===== config.mk =====
export PLATFORM = sky130hd
export DESIGN_NAME = fetch_top
export DESIGN_NICKNAME = d
export VERILOG_FILES = /design/src/common/fetch_pkg.sv /design/src/fetch/fetch_unit.sv /design/src/fetch/icache.sv /design/src/source/fetch_perf.sv /design/src/source/fetch_top.sv
export SDC_FILE = /design/constraint.sdc
export NUM_CORES = 1
export LEC_CHECK = 0
export ABC_AREA = 1
export BUFFER_PORTS_ARGS = -buffer_cell sky130_fd_sc_hd__clkbuf_2
export CAP_MARGIN = 15
export CORE_MARGIN = 2
export CORE_UTILIZATION = 40
export CTS_CLUSTER_DIAMETER = 100
export DETAILED_ROUTE_END_ITERATION = 10
export PLACE_DENSITY = 0.58
export SLEW_MARGIN = 20
export SYNTH_ARGS = -nofsm -noshare
export SYNTH_HDL_FRONTEND = slang
export SYNTH_HIERARCHICAL = 1
export SYNTH_SLANG_ARGS = --single-unit

===== constraint.sdc =====
create_clock -name clock -period 8.2 [get_ports clock]
set_clock_uncertainty 0.15 [all_clocks]
set_input_delay 0.82 -clock clock [delete_from_list [all_inputs] [get_ports clock]]
set_output_delay 0.82 -clock clock [all_outputs]
set_load 0.005 [all_outputs]

===== src/common/fetch_pkg.sv =====
package fetch_pkg;

  localparam int xlen = 32;

  // RV32 major opcodes, instruction bits 6 to 2
  typedef enum logic [4:0] {
    op_branch = 5'b11000,
    op_jal    = 5'b11011,
    op_other  = 5'b00000
  } opcode_t;

  typedef enum logic {
    st_wait = 1'b0, // Waiting for a cache hit
    st_hold = 1'b1  // Fetched instruction parked behind a stalled output
  } fetch_state_t;

  typedef enum logic [1:0] {
    c_idle = 2'd0,
    c_addr = 2'd1, // Address presented
    c_data = 2'd2  // Waiting for data
  } cache_state_t;

  typedef struct packed {
    logic            valid;
    logic [xlen-1:0] addr;
  } mem_ar_t;

  typedef struct packed {
    logic            valid;
    logic [xlen-1:0] data;
  } mem_r_t;

  // Jump and control-status flushes share this shape
  typedef struct packed {
    logic            valid;
    logic [xlen-1:0] target;
  } redirect_t;

  typedef struct packed {
    logic [xlen-1:0] pc;
    logic [xlen-1:0] inst;
  } fetch_out_t;

endpackage


===== src/fetch/fetch_unit.sv =====
`timescale 1ns/100ps

module fetch_unit
  import fetch_pkg::*;
#(
  parameter logic [xlen-1:0] reset_pc = 32'h8000_0000,
  parameter int cache_lines = 16
) (
  input  logic         clock,
  input  logic         reset,
  input  redirect_t    jump,
  input  redirect_t    cs,
  input  logic         fencei,
  input  logic         out_ready,
  output logic         out_valid,
  output fetch_out_t   out,
  output mem_ar_t      mem_ar,
  input  logic         mem_ar_ready,
  input  mem_r_t       mem_r,
  output logic         mem_r_ready,
  output fetch_state_t state
);

  logic            hit;
  logic [xlen-1:0] cache_inst;
  logic [xlen-1:0] fetch_pc;
  logic [xlen-1:0] fetch_pc_next;

  fetch_state_t state_next;
  logic         out_valid_r;
  logic         out_valid_r_next;
  fetch_out_t   out_next;

  logic            flush;
  logic [xlen-1:0] target;
  logic            flush_pend;        // Flush seen during a miss
  logic            flush_pend_next;
  logic [xlen-1:0] flush_target;
  logic [xlen-1:0] flush_target_next;

  logic [4:0]      opcode;
  logic [xlen-1:0] imm_b;
  logic [xlen-1:0] pc_incr;
  logic [xlen-1:0] fetch_pc_pred;

  icache #(
    .cache_lines(cache_lines)
  ) icache_i (
    .clock       (clock),
    .reset       (reset),
    .fencei      (fencei),
    .addr        (fetch_pc),
    .hit         (hit),
    .inst        (cache_inst),
    .mem_ar      (mem_ar),
    .mem_ar_ready(mem_ar_ready),
    .mem_r       (mem_r),
    .mem_r_ready (mem_r_ready)
  );

  assign flush = jump.valid | cs.valid;
  assign target = cs.valid ? cs.target : jump.target; // cs wins

  // Static prediction: backward branches taken, everything else falls through
  assign opcode = cache_inst[6:2];
  assign imm_b = {{20{cache_inst[31]}}, cache_inst[7], cache_inst[30:25],
                  cache_inst[11:8], 1'b0};
  assign pc_incr = (opcode == op_branch && cache_inst[31]) ? imm_b : 32'd4;
  assign fetch_pc_pred = fetch_pc + pc_incr;

  always_comb begin
    state_next = state;
    out_valid_r_next = out_valid_r;
    out_next = out;
    fetch_pc_next = fetch_pc;
    flush_pend_next = flush_pend;
    flush_target_next = flush_target;

    case (state)
      st_wait: begin
        if (hit) begin
          if (flush || flush_pend) begin
            flush_pend_next = 1'b0; // Stale instruction dropped
            out_valid_r_next = 1'b0;
            fetch_pc_next = flush ? target : flush_target;
          end else if (!out_valid_r || out_ready) begin
            out_valid_r_next = 1'b1;
            out_next = '{pc: fetch_pc, inst: cache_inst};
            fetch_pc_next = fetch_pc_pred;
          end else begin
            state_next = st_hold;
          end
        end else begin
          if (flush) begin
            flush_pend_next = 1'b1;
            flush_target_next = target;
          end
          if (out_ready || flush) begin
            out_valid_r_next = 1'b0;
          end
        end
      end
      st_hold: begin
        if (flush) begin
          state_next = st_wait;
          out_valid_r_next = 1'b0;
          fetch_pc_next = target;
        end else if (out_ready) begin
          state_next = st_wait;
          out_valid_r_next = hit;
          if (hit) begin
            out_next = '{pc: fetch_pc, inst: cache_inst};
            fetch_pc_next = fetch_pc_pred;
          end
        end
      end
      default: state_next = st_wait;
    endcase
  end

  always_ff @(posedge clock) begin
    if (reset) begin
      state <= st_wait;
      out_valid_r <= 1'b0;
      flush_pend <= 1'b0;
      fetch_pc <= reset_pc;
    end else begin
      state <= state_next;
      out_valid_r <= out_valid_r_next;
      flush_pend <= flush_pend_next;
      fetch_pc <= fetch_pc_next;
    end
  end

  always_ff @(posedge clock) begin
    out <= out_next;
    flush_target <= flush_target_next;
  end

  assign out_valid = out_valid_r & ~flush; // Never deliver in a flush cycle

endmodule


===== src/fetch/icache.sv =====
`timescale 1ns/100ps

module icache
  import fetch_pkg::*;
#(
  parameter int cache_lines = 16
) (
  input  logic            clock,
  input  logic            reset,
  input  logic            fencei,
  input  logic [xlen-1:0] addr,
  output logic            hit,
  output logic [xlen-1:0] inst,
  output mem_ar_t         mem_ar,
  input  logic            mem_ar_ready,
  input  mem_r_t          mem_r,
  output logic            mem_r_ready
);

  localparam int index_bits = $clog2(cache_lines);
  localparam int tag_bits = xlen - index_bits - 2;

  logic [cache_lines-1:0] valid_bits;
  logic [tag_bits-1:0]    tags [cache_lines];
  logic [xlen-1:0]        lines [cache_lines];

  cache_state_t    state;
  logic [xlen-1:0] miss_addr; // Address of the refill in flight
  logic            dropped;   // Refill overtaken by a fence.i

  logic [index_bits-1:0] index;
  logic [index_bits-1:0] fill_index;
  logic [tag_bits-1:0]   tag;
  logic [tag_bits-1:0]   fill_tag;
  logic                  miss_start;
  logic                  fill;

  // Word addressed, so bits 1 to 0 never take part
  assign index = addr[index_bits+1:2];
  assign tag = addr[xlen-1:index_bits+2];
  assign fill_index = miss_addr[index_bits+1:2];
  assign fill_tag = miss_addr[xlen-1:index_bits+2];

  assign hit = valid_bits[index] && (tags[index] == tag);
  assign inst = lines[index];

  assign miss_start = (state == c_idle) && !hit;

  // Line is written on the data transfer, unless fence.i has voided it
  assign fill = (state == c_data) && mem_r.valid && !dropped && !fencei;

  assign mem_ar = '{valid: (state == c_addr), addr: miss_addr};
  assign mem_r_ready = (state == c_data);

  always_ff @(posedge clock) begin
    if (reset) begin
      state <= c_idle;
      valid_bits <= '0;
      dropped <= 1'b0;
    end else begin
      case (state)
        c_idle: begin
          if (!hit) begin
            state <= c_addr;
            dropped <= 1'b0;
          end
        end
        c_addr: begin
          if (mem_ar_ready) begin
            state <= c_data;
          end
        end
        c_data: begin
          if (mem_r.valid) begin
            state <= c_idle;
          end
        end
        default: state <= c_idle;
      endcase

      if (fill) begin
        valid_bits[fill_index] <= 1'b1;
      end

      if (fencei) begin
        valid_bits <= '0;
        if (state != c_idle) begin
          dropped <= 1'b1; // Let the channel finish, discard the word
        end
      end
    end
  end

  always_ff @(posedge clock) begin
    if (miss_start) begin
      miss_addr <= addr;
    end
    if (fill) begin
      tags[fill_index] <= fill_tag;
      lines[fill_index] <= mem_r.data;
    end
  end

endmodule


===== src/source/fetch_perf.sv =====
`timescale 1ns/100ps

module fetch_perf
  import fetch_pkg::*;
(
  input  logic         clock,
  input  logic         reset,
  input  fetch_state_t state,
  input  logic         out_valid,
  input  logic         out_ready,
  output logic [31:0]  hold_count,
  output logic [31:0]  wait_count,
  output logic [31:0]  inst_count
);

  localparam int counter_width = 32;

  logic [counter_width-1:0] hold_r;
  logic [counter_width-1:0] wait_r;
  logic [counter_width-1:0] inst_r;

  // Stops at all ones instead of wrapping
  function automatic logic [counter_width-1:0] sat_inc(
    input logic [counter_width-1:0] value,
    input logic                     event_seen
  );
    if (event_seen && value != '1) begin
      return value + 1'b1;
    end
    return value;
  endfunction

  always_ff @(posedge clock) begin
    if (reset) begin
      hold_r <= '0;
      wait_r <= '0;
      inst_r <= '0;
    end else begin
      hold_r <= sat_inc(hold_r, state == st_hold);
      wait_r <= sat_inc(wait_r, state == st_wait);
      inst_r <= sat_inc(inst_r, out_valid && out_ready);
    end
  end

  assign hold_count = hold_r;
  assign wait_count = wait_r;
  assign inst_count = inst_r;

endmodule


===== src/source/fetch_top.sv =====
`timescale 1ns/100ps

module fetch_top
  import fetch_pkg::*;
(
  input  logic        clock,
  input  logic        reset,
  input  redirect_t   jump,
  input  redirect_t   cs,
  input  logic        fencei,
  input  logic        out_ready,
  output logic        out_valid,
  output fetch_out_t  out,
  output mem_ar_t     mem_ar,
  input  logic        mem_ar_ready,
  input  mem_r_t      mem_r,
  output logic        mem_r_ready,
  output logic [31:0] hold_count,
  output logic [31:0] wait_count,
  output logic [31:0] inst_count
);

  fetch_state_t state;

  fetch_unit #(
    .reset_pc   (32'h8000_0000),
    .cache_lines(16)
  ) fetch_unit_i (
    .clock       (clock),
    .reset       (reset),
    .jump        (jump),
    .cs          (cs),
    .fencei      (fencei),
    .out_ready   (out_ready),
    .out_valid   (out_valid),
    .out         (out),
    .mem_ar      (mem_ar),
    .mem_ar_ready(mem_ar_ready),
    .mem_r       (mem_r),
    .mem_r_ready (mem_r_ready),
    .state       (state)
  );

  fetch_perf fetch_perf_i (
    .clock     (clock),
    .reset     (reset),
    .state     (state),
    .out_valid (out_valid),
    .out_ready (out_ready),
    .hold_count(hold_count),
    .wait_count(wait_count),
    .inst_count(inst_count)
  );

endmodule


After elaboration in Yosys (flattened, before gate mapping)
Memories as Yosys holds them, arrays and structs flattened. A register that Yosys moved wholly into a read port is not among the register bits.
Cells that the tools add are included.
{"block": "totals", "register_bits": 278, "mem_bits_rw": 928, "input_bits": 104, "out_inout_bits": 195, "word_cells": 139, "mem_count": 2}
{"block": "classes", "addsub": 4, "order_cmp": 3, "eq_ne": 22, "muxes": 60, "bitwise": 6, "n_reduce_logical": 28}
{"memory": "fetch_unit_i.icache_i.lines", "words": 16, "word_bits": 32, "rd": 1, "rd_ports_with_merged_regs": 1, "wr": 1, "line_no": "icache.sv:25", "source": "logic [xlen-1:0] lines [cache_lines];"}
{"memory": "fetch_unit_i.icache_i.tags", "words": 16, "word_bits": 26, "rd": 1, "rd_ports_with_merged_regs": 1, "wr": 1, "line_no": "icache.sv:24", "source": "logic [tag_bits-1:0] tags [cache_lines];"}
{"cell": "2-to-1 mux 32 bit", "count": 12}
{"cell": "2-to-1 mux 64 bit", "count": 6}
{"cell": "case mux 64 bit (2 select lines)", "count": 1}
{"cell": "adder 32 x 1 -> 32 bit, second input constant", "count": 3}
{"cell": "inequality test 32 bit, second input constant", "count": 3}
{"cell": "case mux 32 bit (2 select lines)", "count": 1}
{"cell": "adder 32 bit", "count": 1}
{"cell": "2-to-1 mux 1 bit", "count": 28}
{"cell": "== test 26 bit", "count": 1}
{"cell": "inequality test 2 bit, second input constant", "count": 9}
{"cell": "2-to-1 mux 4 bit", "count": 4}
{"cell": "bitwise OR 16 bit", "count": 1}
{"cell": "inequality test 3 bit, second input constant", "count": 4}
{"cell": "logical AND 1 bit", "count": 11}
{"cell": "less-than comparator 4 x 5 -> 1 bit, second input constant", "count": 2}
{"cell": "AND reduction 3 bit", "count": 3}
{"cell": "2-to-1 mux 2 bit", "count": 3}
{"cell": "case mux 2 bit (3 select lines)", "count": 1}
{"cell": "AND reduction 6 bit", "count": 1}
{"cell": "== test 5 bit, second input constant", "count": 1}
{"cell": "binary-select mux 1 bit (select 4 bit)", "count": 1}
{"cell": "demux 1 bit (select 4 bit)", "count": 1}
{"cell": "greater-or-equal comparator 4 x 1 -> 1 bit, second input constant", "count": 1}
{"cell": "logical NOT 1 bit", "count": 4}
{"cell": "14 further kinds", "count": 20}

Depth between registers and ports, before layout
Gate-level depths: netlist of run 1.
{"block": "depth", "depth_word": 10, "ltp_mapped": 29, "ltp_nobuf": 24}

Modules after synthesis
Netlist of run 1, hierarchy kept.
{"mod": "icache", "n_inst": 1, "cells_each": 3185, "area_each_um2": 39281.4, "seq_area_each_um2": 29208.0}
{"mod": "fetch_unit", "n_inst": 1, "cells_each": 975, "area_each_um2": 7594.8, "seq_area_each_um2": 3583.4}
{"mod": "fetch_perf", "n_inst": 1, "cells_each": 972, "area_each_um2": 5729.2, "seq_area_each_um2": 1921.8}

Worst setup path before layout of run 1
Ideal clock, no wire load.
{"block": "synth_path", "path_kind": "register -> register", "from": "register fetch_unit_i.fetch_pc[2]", "to": "register fetch_unit_i/out[0] (netlist name)", "setup_ns": 0.541, "t_arrival_ns": 4.208, "required_time_ns": 7.509, "slack_ns": 3.300, "path_stages_with_launch": 19, "path_buffers": 3, "path_cell_list": "dfxtp_1 -> buf_6 -> inv_4 -> buf_6 -> buf_6 -> o21ai_0 -> nand3_1 -> nand3_1 -> nand2_1 -> o21ai_0 -> nor2_1 -> nand2_1 -> nor2_1 -> nand2_1 -> nor2_1 -> nor2_1 -> nand2_1 -> nand4_1 -> inv_1"}
{"block": "synth_via", "elab_chain_len": 5, "elab_cells_between_ends": 6, "classes_between": "2 x eq/ne; 2 x mux; 2 x reduce/logical"}
{"element": "start: declaration", "line_no": "fetch_unit.sv:26", "source": "logic [xlen-1:0] fetch_pc;"}
{"element": "start signal: assignment", "line_no": "fetch_unit.sv:126", "source": "fetch_pc <= reset_pc;"}
{"element": "start signal: assignment", "line_no": "fetch_unit.sv:131", "source": "fetch_pc <= fetch_pc_next;"}
{"element": "binary-select mux 1 bit (select 4 bit) *", "line_no": "icache.sv:44", "source": "assign hit = valid_bits[index] && (tags[index] == tag);"}
{"element": "2-to-1 mux 1 bit (implied by the code) *", "line_no": "icache.sv:44"}
{"element": "logical AND 1 bit *", "line_no": "icache.sv:44"}
{"element": "net fetch_unit_i.hit", "line_no": "fetch_unit.sv:24", "source": "logic hit;"}
{"element": "inequality test 2 bit (no source line)"}
{"element": "AND reduction 6 bit (no source line) *"}
Mark *: on every way through the listed nets, which the timed path passes. The rest lies on a longest branch. The select of a mux whose other input is x is not followed.
A chain may end at the register's enable or synchronous reset.

Worst setup path in the final report of run 1
{"block": "layout_path", "from": "register fetch_unit_i.fetch_pc[2]", "to": "register fetch_unit_i.fetch_pc[3]"}
{"block": "layout_via", "elab_chain_len": 5, "elab_cells_between_ends": 14, "classes_between": "1 x add/sub; 2 x eq/ne; 9 x mux; 2 x reduce/logical"}
{"element": "binary-select mux 1 bit (select 4 bit) *", "line_no": "icache.sv:44"}
{"element": "2-to-1 mux 1 bit (implied by the code) *", "line_no": "icache.sv:44"}
{"element": "logical AND 1 bit *", "line_no": "icache.sv:44"}
{"element": "net fetch_unit_i.hit", "line_no": "fetch_unit.sv:24"}
{"element": "inequality test 3 bit (no source line) / inequality test 2 bit (equally long branches)"}
{"element": "AND reduction 4 bit (no source line) *"}
Marked as above.

==> results of run 1 <==
==> registers in the layout, summed over array words and instances (netlist names), 2 cells and up <==
name	flops
fetch_unit_i/fetch_pc	32
fetch_unit_i/icache_i/miss_addr	32
fetch_unit_i/icache_i/lines	512
fetch_unit_i/icache_i/tags	416
fetch_unit_i/out	64
fetch_unit_i/icache_i/valid_bits	16
fetch_perf_i/wait_count	32
fetch_perf_i/inst_count	32
fetch_perf_i/hold_count	32
fetch_unit_i/flush_target	32
fetch_unit_i/icache_i/state	2
==> final timing paths <==
path | to | startpoint | cells after the start | slack [ns]
min reg2reg | fetch_unit_i/icache_i/valid_bits[15] | fetch_unit_i/icache_i/valid_bits[15] | 2 | 0.32
min | fetch_unit_i/icache_i/state[1] | mem_ar_ready | 3 | 0.18
max reg2reg | fetch_unit_i/fetch_pc[3] | fetch_unit_i/fetch_pc[2] | 17 | 2.15
max | fetch_unit_i/fetch_pc[3] | fetch_unit_i/fetch_pc[2] | 17 | 2.15
==> area by class of cell <==
type | instances | area [µm²]
Fill cell | 12234 | 71300
Clock inverter | 72 | 801
Inverter | 353 | 1350
Timing Repair Buffer | 354 | 1950
Clock buffer | 153 | 3190
Tap cell | 1755 | 2200
Sequential cell | 1206 | 34700
Antenna cell | 1 | 2.50
Multi-Input combinational cell | 3316 | 15400
==> cell usage after synthesis (5+ instances only) <==
| master | instances | area share |
|---|---|---|
| nand3_1 | 420 | 0.040 |
| clkbuf_1 | 117 | 0.0083 |
| buf_1 | 26 | 0.0019 |
| inv_2 | 11 | 0.00078 |
| o21ai_1 | 41 | 0.0039 |
| xor2_1 | 15 | 0.0025 |
| a21oi_1 | 163 | 0.016 |
| nand3b_1 | 13 | 0.0019 |
| buf_4 | 18 | 0.0026 |
| nand3_2 | 6 | 0.0011 |
| o221ai_1 | 94 | 0.016 |
| nand4_1 | 23 | 0.0027 |
| inv_1 | 341 | 0.024 |
| nand2_1 | 1098 | 0.078 |
| nor2_2 | 10 | 0.0012 |
| buf_2 | 73 | 0.0069 |
| ha_1 | 33 | 0.0078 |
| o21bai_1 | 9 | 0.0013 |
| o22ai_1 | 34 | 0.0040 |
| edfxtp_1 | 1056 | 0.60 |
| nor2_1 | 855 | 0.061 |
| o21ai_0 | 370 | 0.035 |
| nor3_1 | 17 | 0.0016 |
| dfxtp_1 | 150 | 0.057 |
| and2_1 | 9 | 0.0011 |
| buf_6 | 22 | 0.0047 |
| nand2_2 | 8 | 0.00095 |
| nor2_4 | 5 | 0.0011 |
| or2_2 | 9 | 0.0011 |
| o211ai_1 | 58 | 0.0083 |
==> report_power, final <==
group	internal, W	switching, W	total, W	leakage [nW]
clock network	0.00319	0.00240	0.00559	1.93
logic	0.0000618	0.000164	0.000225	9.42
registers	0.00673	0.0000659	0.00680	10.9
==> worst min-delay path, stage by stage <==
cell      delay [ns]
clkbuf_2        0.09
nand2_1         0.06
a21oi_1         0.05
==> logic make-up (layout without fill, tap and decap cells) <==
| kind of cell | after synthesis | in the layout | share of synthesized area |
|---|---|---|---|
| simple gates | 2481 | 2481 | 0.193 |
| flops | 1206 | 1206 | 0.660 |
| compound gates | 784 | 784 | 0.0861 |
| buf+inv | 610 | 932 | 0.0499 |
| fa+ha+maj | 34 | 34 | 0.00823 |
| xor+xnor | 17 | 17 | 0.00283 |
| other cells | 0 | 1 | 0 |
==> metrics by stage <==
stage	total power [W]	util	cell area, µm²	worst slack (ns)
floorplan	0.00700	-	52600	3.30
detailed placement	0.00716	0.425	55600	2.10
CTS	0.0127	0.455	59600	2.11
global route	0.0130	0.455	59600	1.63
global placement	0.00715	0.425	55600	2.12
finish	0.0126	0.455	59600	2.15
==> metal layers <==
| layer | vias up | track usage |
|---|---|---|
| met4 | 8 | 0.0683 |
| met2 | 1339 | 0.365 |
| met3 | 257 | 0.0376 |
| met1 | 18712 | 0.310 |
| met5 | - | 0 |
| li1 | 18132 | - |
==> reports/qor.yml, run 1 <==
status: "completed"
dp_cells: 6984
wirelength_mm: 155
synth.yosys.seq_area_share: 0.660
die-height_um: 367
hpwl_mm: 89.4
grt_overflow: 0
route.met2.wl_mm: 72.6
yosysUniqueCellTypes: 45
syn_avg_cell_area_um2: 10.3
slowest_stage: "dfxtp_4"
clock_sinks: 1206
cts-htree-levels: 3
synth-async-reset-ratio: 0
final_nets: 5490
slowest_delay_ns: 0.82
core_area_um2: 131000
cts_buffer_depth: 3
fin_crit_ns: 6.05
power_density_nw_per_um2: 212
wire_per_inst_um: 21.5
ios: 299
place.gp.congestion: 0.950
synthesis.nets: 5270
ant_nets: 0
area_growth_pct: 13.3
cts_setup_buffers: 0
worst_slew_pin_slew_ns: 1.08
final_common_cell: "nand2_1"
synth_edf_count: 1056
critPathRequiredTime_ns: 8.66
max_freq_mhz: 165
holdBufCountCts: 0
max_slew_margin: 0.280
rows: 133
synth_flop_cell: "edfxtp_1"
drt-initial-drc-count: 4004
drv_slew: 0
min_path_type: "input port to flop"
ir_worst_vdd_mv: 0.177
worst-path-buf-inv: 3
clkSlewWorstSetupHoldPaths_ns: 0.06
firstDrtPassIters: 5
cts_buffers: 121
synth_warnings: 6
layout.cells.non_filler: 7210
path_common_cell: "nor2_1"
met3_length_mm: 10.9
rsz0062_at_grt: "false"
worstSetupEndpointType: "flop"
place.port_buffers: 298
grt_pass1_wl_mm: 230
grt_pass1_vias: 35776
cts_root_buffer: "clkbuf_16"
final_cell_mix: "nand2_1, edfxtp_1, nor2_1, nand3_1, o21ai_0"
crit_chain: "clkinv_8 > o21ai_0 > o211ai_1 > nand3_1 > nand2_1 > nand2_1 > nand4_1 > nor2_1 > nand3b_1 > nor2_1 > nor2_2 > buf_4 > nor2_1 > nand2_2 > inv_2 > o21ai_0 > a31oi_1"
hold_viol_final: 0
critPathArrivalTime_ns: 6.51
top_layer_used: "met5"
track_usage: 0.225
drive_above_1_share: 0.111
drc: 0
met1Wirelength_mm: 67.3
startpoint_type: "flop"
grt_max_degree: 222
max-cap-violations: 0
viasPerCell: 5.33
num_vias: 38448
die_w_um: 367
critPathTopFamily: "simple AND/OR/NAND/NOR gates"
ys_seq_elements: 1206
cts_tree: "built"
setup_viol: 0
tns_ns: 0
syn_area_um2: 52600
start_util: 0.402
p_leak_nw: 22.2
fp.dieArea_um2: 134000
worstSkewPairLatency_ns: 0.77
ctsResizeCount: 0
synthCells: 5132
min_period_over_period: 0.737
cp_max_fo: 221
whs_ns: 0.184
path_class: "flop to flop"
antenna_found_initial: 5
Power figures use the tool's default switching activity.
==> run 2: changes to the inputs <==
==> constraint.sdc (replaced) <==
create_clock -name clock -period 6.15 [get_ports clock]
set_clock_uncertainty 0.15 [all_clocks]
set_input_delay 0.615 -clock clock [delete_from_list [all_inputs] [get_ports clock]]
set_output_delay 0.615 -clock clock [all_outputs]
set_load 0.005 [all_outputs]
==> run 2 against run 1 <==
Against the previous run: final area is 0.74% higher; hold slack worse by 0.14 ns; combinational power is 37% higher.
==> reports/qor.yml, run 2 (same netlist as run 1, synthesis figures left out) <==
r2r_cells: 16  # was 17
fin_crit_ns: 5.26  # was 6.05 ns
final_nets: 5517  # was 5,490
final_common_cell: "nand2_1"  # unchanged
ctsResizeCount: 0  # unchanged
start_util: 0.402  # unchanged
startpoint_type: "flop"  # unchanged
drt-initial-drc-count: 3553  # was 4,004
max-cap-violations: 0  # unchanged
viasPerCell: 5.30  # was 5.33
ir_worst_vdd_mv: 0.282  # was 0.177 mV
largest_reg_flops: 512  # unchanged
cts_buffers: 133  # was 121
drv_slew: 0  # unchanged
worstSkewPairLatency_ns: 0.76  # was 0.77 ns
grt_max_degree: 202  # was 222
die-height_um: 367  # unchanged
setup_viol: 0  # unchanged
clock_sinks: 1206  # unchanged
power_density_nw_per_um2: 282  # was 212 nW/µm²
wirelength_mm: 154  # was 155 mm
final_area_um2: 60100  # was 59,600 µm²
firstDrtPassIters: 6  # was 5
drive_above_1_share: 0.114  # was 0.111
ios: 299  # unchanged
cts_root_buffer: "clkbuf_16"  # unchanged
whs_ns: 0.0478  # was 0.184 ns
cp_max_fo: 183  # was 221
nFillCells: 12153  # about the same
p_leak_nw: 22.4  # was 22.2 nW
min_period_over_period: 0.855  # was 0.737
place.port_buffers: 298  # unchanged
ant_nets: 0  # unchanged
cts_setup_buffers: 0  # unchanged
worst_slew_pin_slew_ns: 1.14  # was 1.08 ns
grt_overflow: 0  # unchanged
rsz0062_at_grt: "false"  # unchanged
tns_ns: 0  # unchanged
max_slew_margin: 0.238  # was 0.280
antenna_found_initial: 5  # unchanged
grt_pass1_wl_mm: 230  # about the same
drc: 0  # unchanged
final_cell_mix: "nand2_1, edfxtp_1, nor2_1, nand3_1, o21ai_0"  # unchanged
seq_area_um2: 34700  # unchanged
wire_per_inst_um: 21.3  # was 21.5 µm
place.gp.congestion: 0.919  # was 0.950
track_usage: 0.225  # about the same
area_growth_pct: 14.2  # was 13.3%
met1Wirelength_mm: 67.3  # about the same
hold_depth: 3  # unchanged
cts-htree-levels: 4  # was 3
core_area_um2: 131000  # unchanged
critPathRequiredTime_ns: 6.44  # was 8.66 ns
r2r_slack_ns: 0.89  # was 2.15 ns
critPathArrivalTime_ns: 5.55  # was 6.51 ns
regMostFlops: "fetch_unit_i/icache_i/lines"  # unchanged
hold_viol_final: 0  # unchanged
cts_buffer_depth: 3  # unchanged
met3_length_mm: 11.4  # was 10.9 mm
multi_input_area_um2: 15400  # about the same
hpwl_mm: 89.5  # was 89.4 mm
worstSetupEndpointType: "flop"  # unchanged
dp_cells: 6996  # was 6,984
min_path_type: "input port to flop"  # unchanged
num_vias: 38349  # was 38.4k
place_worst_setup_slack_ns: 0.932  # was 2.10 ns
cts_tree: "built"  # unchanged
rows: 133  # unchanged
status: "completed"  # unchanged
path_class: "flop to flop"  # unchanged
clkSlewWorstSetupHoldPaths_ns: 0.06  # about the same
grt_pass1_vias: 36126  # was 35.8k
top_layer_used: "met5"  # unchanged
fp.dieArea_um2: 134000  # unchanged
dpl-instance-area_um2: 55900  # was 55,600 µm²
layout.cells.non_filler: 7239  # was 7,210
top_regs: "fetch_unit_i/icache_i/lines (512), fetch_unit_i/icache_i/tags (416), fetch_unit_i/out (64)"  # unchanged
die_w_um: 367  # unchanged
max_freq_mhz: 190  # was 165 MHz
route.met2.wl_mm: 71.5  # was 72.6 mm
setup_ws_ns: 0.894  # was 2.15 ns
-- run 2: changes by cell type in the layout (fill, tap and decap cells not counted), moves of 3 or more --
| cell | previous run | this run |
|---|---|---|
| inv_6 | 2 | 8 |
| buf_12 | 3 | 19 |
| clkinv_2 | 23 | 17 |
| clkbuf_16 | 122 | 137 |
| dlygate4sd3_1 | 0 | 3 |
| clkbuf_1 | 29 | 34 |
| buf_4 | 53 | 49 |
| clkinvlp_4 | 5 | 2 |
| bufinv_16 | 14 | 6 |
-- run 2: layer usage --
layer | GRT usage | vias up
met3 | 0.0452 | 208
met1 | 0.311 | 18652
met2 | 0.359 | 1265
met5 | 0 | -
li1 | - | 18216
met4 | 0.0689 | 8
-- run 2: timing repair --
item                                    in CTS  in global routing
hold endpoints to repair                     3                  0
hold buffers                                 3                  0
endpoints found under the setup margin       0                  0
-- run 2: power breakdown --
| part | internal [W] | switching, W |
|---|---|---|
| logic | 0.0000875 | 0.000221 |
| registers | 0.00898 | 0.0000841 |
| clock network | 0.00437 | 0.00322 |
| total | 0.0134 | 0.00353 |
-- run 2: metrics by stage --
stage / power (W) / utilization
after global placement: 0.00954 / 0.427
after floorplan: 0.00933 / -
after detailed placement: 0.00954 / 0.427
after global routing: 0.0175 / 0.459
after CTS: 0.0171 / 0.459
final: 0.0170 / 0.459
-- run 2: worst paths after layout --
check                                              start                            end
worst max-delay path            fetch_unit_i/fetch_pc[3]           fetch_unit_i/out[39]
worst min-delay path                              cs[25]  fetch_unit_i/flush_target[25]
worst max register to register  fetch_unit_i/fetch_pc[3]           fetch_unit_i/out[39]
worst min register to register  fetch_unit_i/out_valid_r       fetch_unit_i/out_valid_r
-- run 2: worst max-delay path: stages, from the launching register on --
cell	delay, ns
dfxtp_4	0.55
buf_12	0.75
o21ai_0	0.25
o211ai_1	0.23
nand3_1	0.15
nand3_1	0.19
nand2_1	0.07
nor2_1	0.10
nand2_1	0.06
nor2_1	0.08
nand2_1	0.11
nor2_1	0.56
nor2_2	0.29
nand2_1	0.17
nand4_1	0.18
inv_4	0.56
buf_12	0.27
-- run 2: cell type report --
cell class,count,share of cell area
Antenna cell,3,0.000125
Multi-Input combinational cell,3316,0.256
Clock inverter,64,0.00887
Clock buffer,173,0.0597
Tap cell,1755,0.0366
Sequential cell,1206,0.578
Timing Repair Buffer,369,0.0378
Inverter,353,0.0225
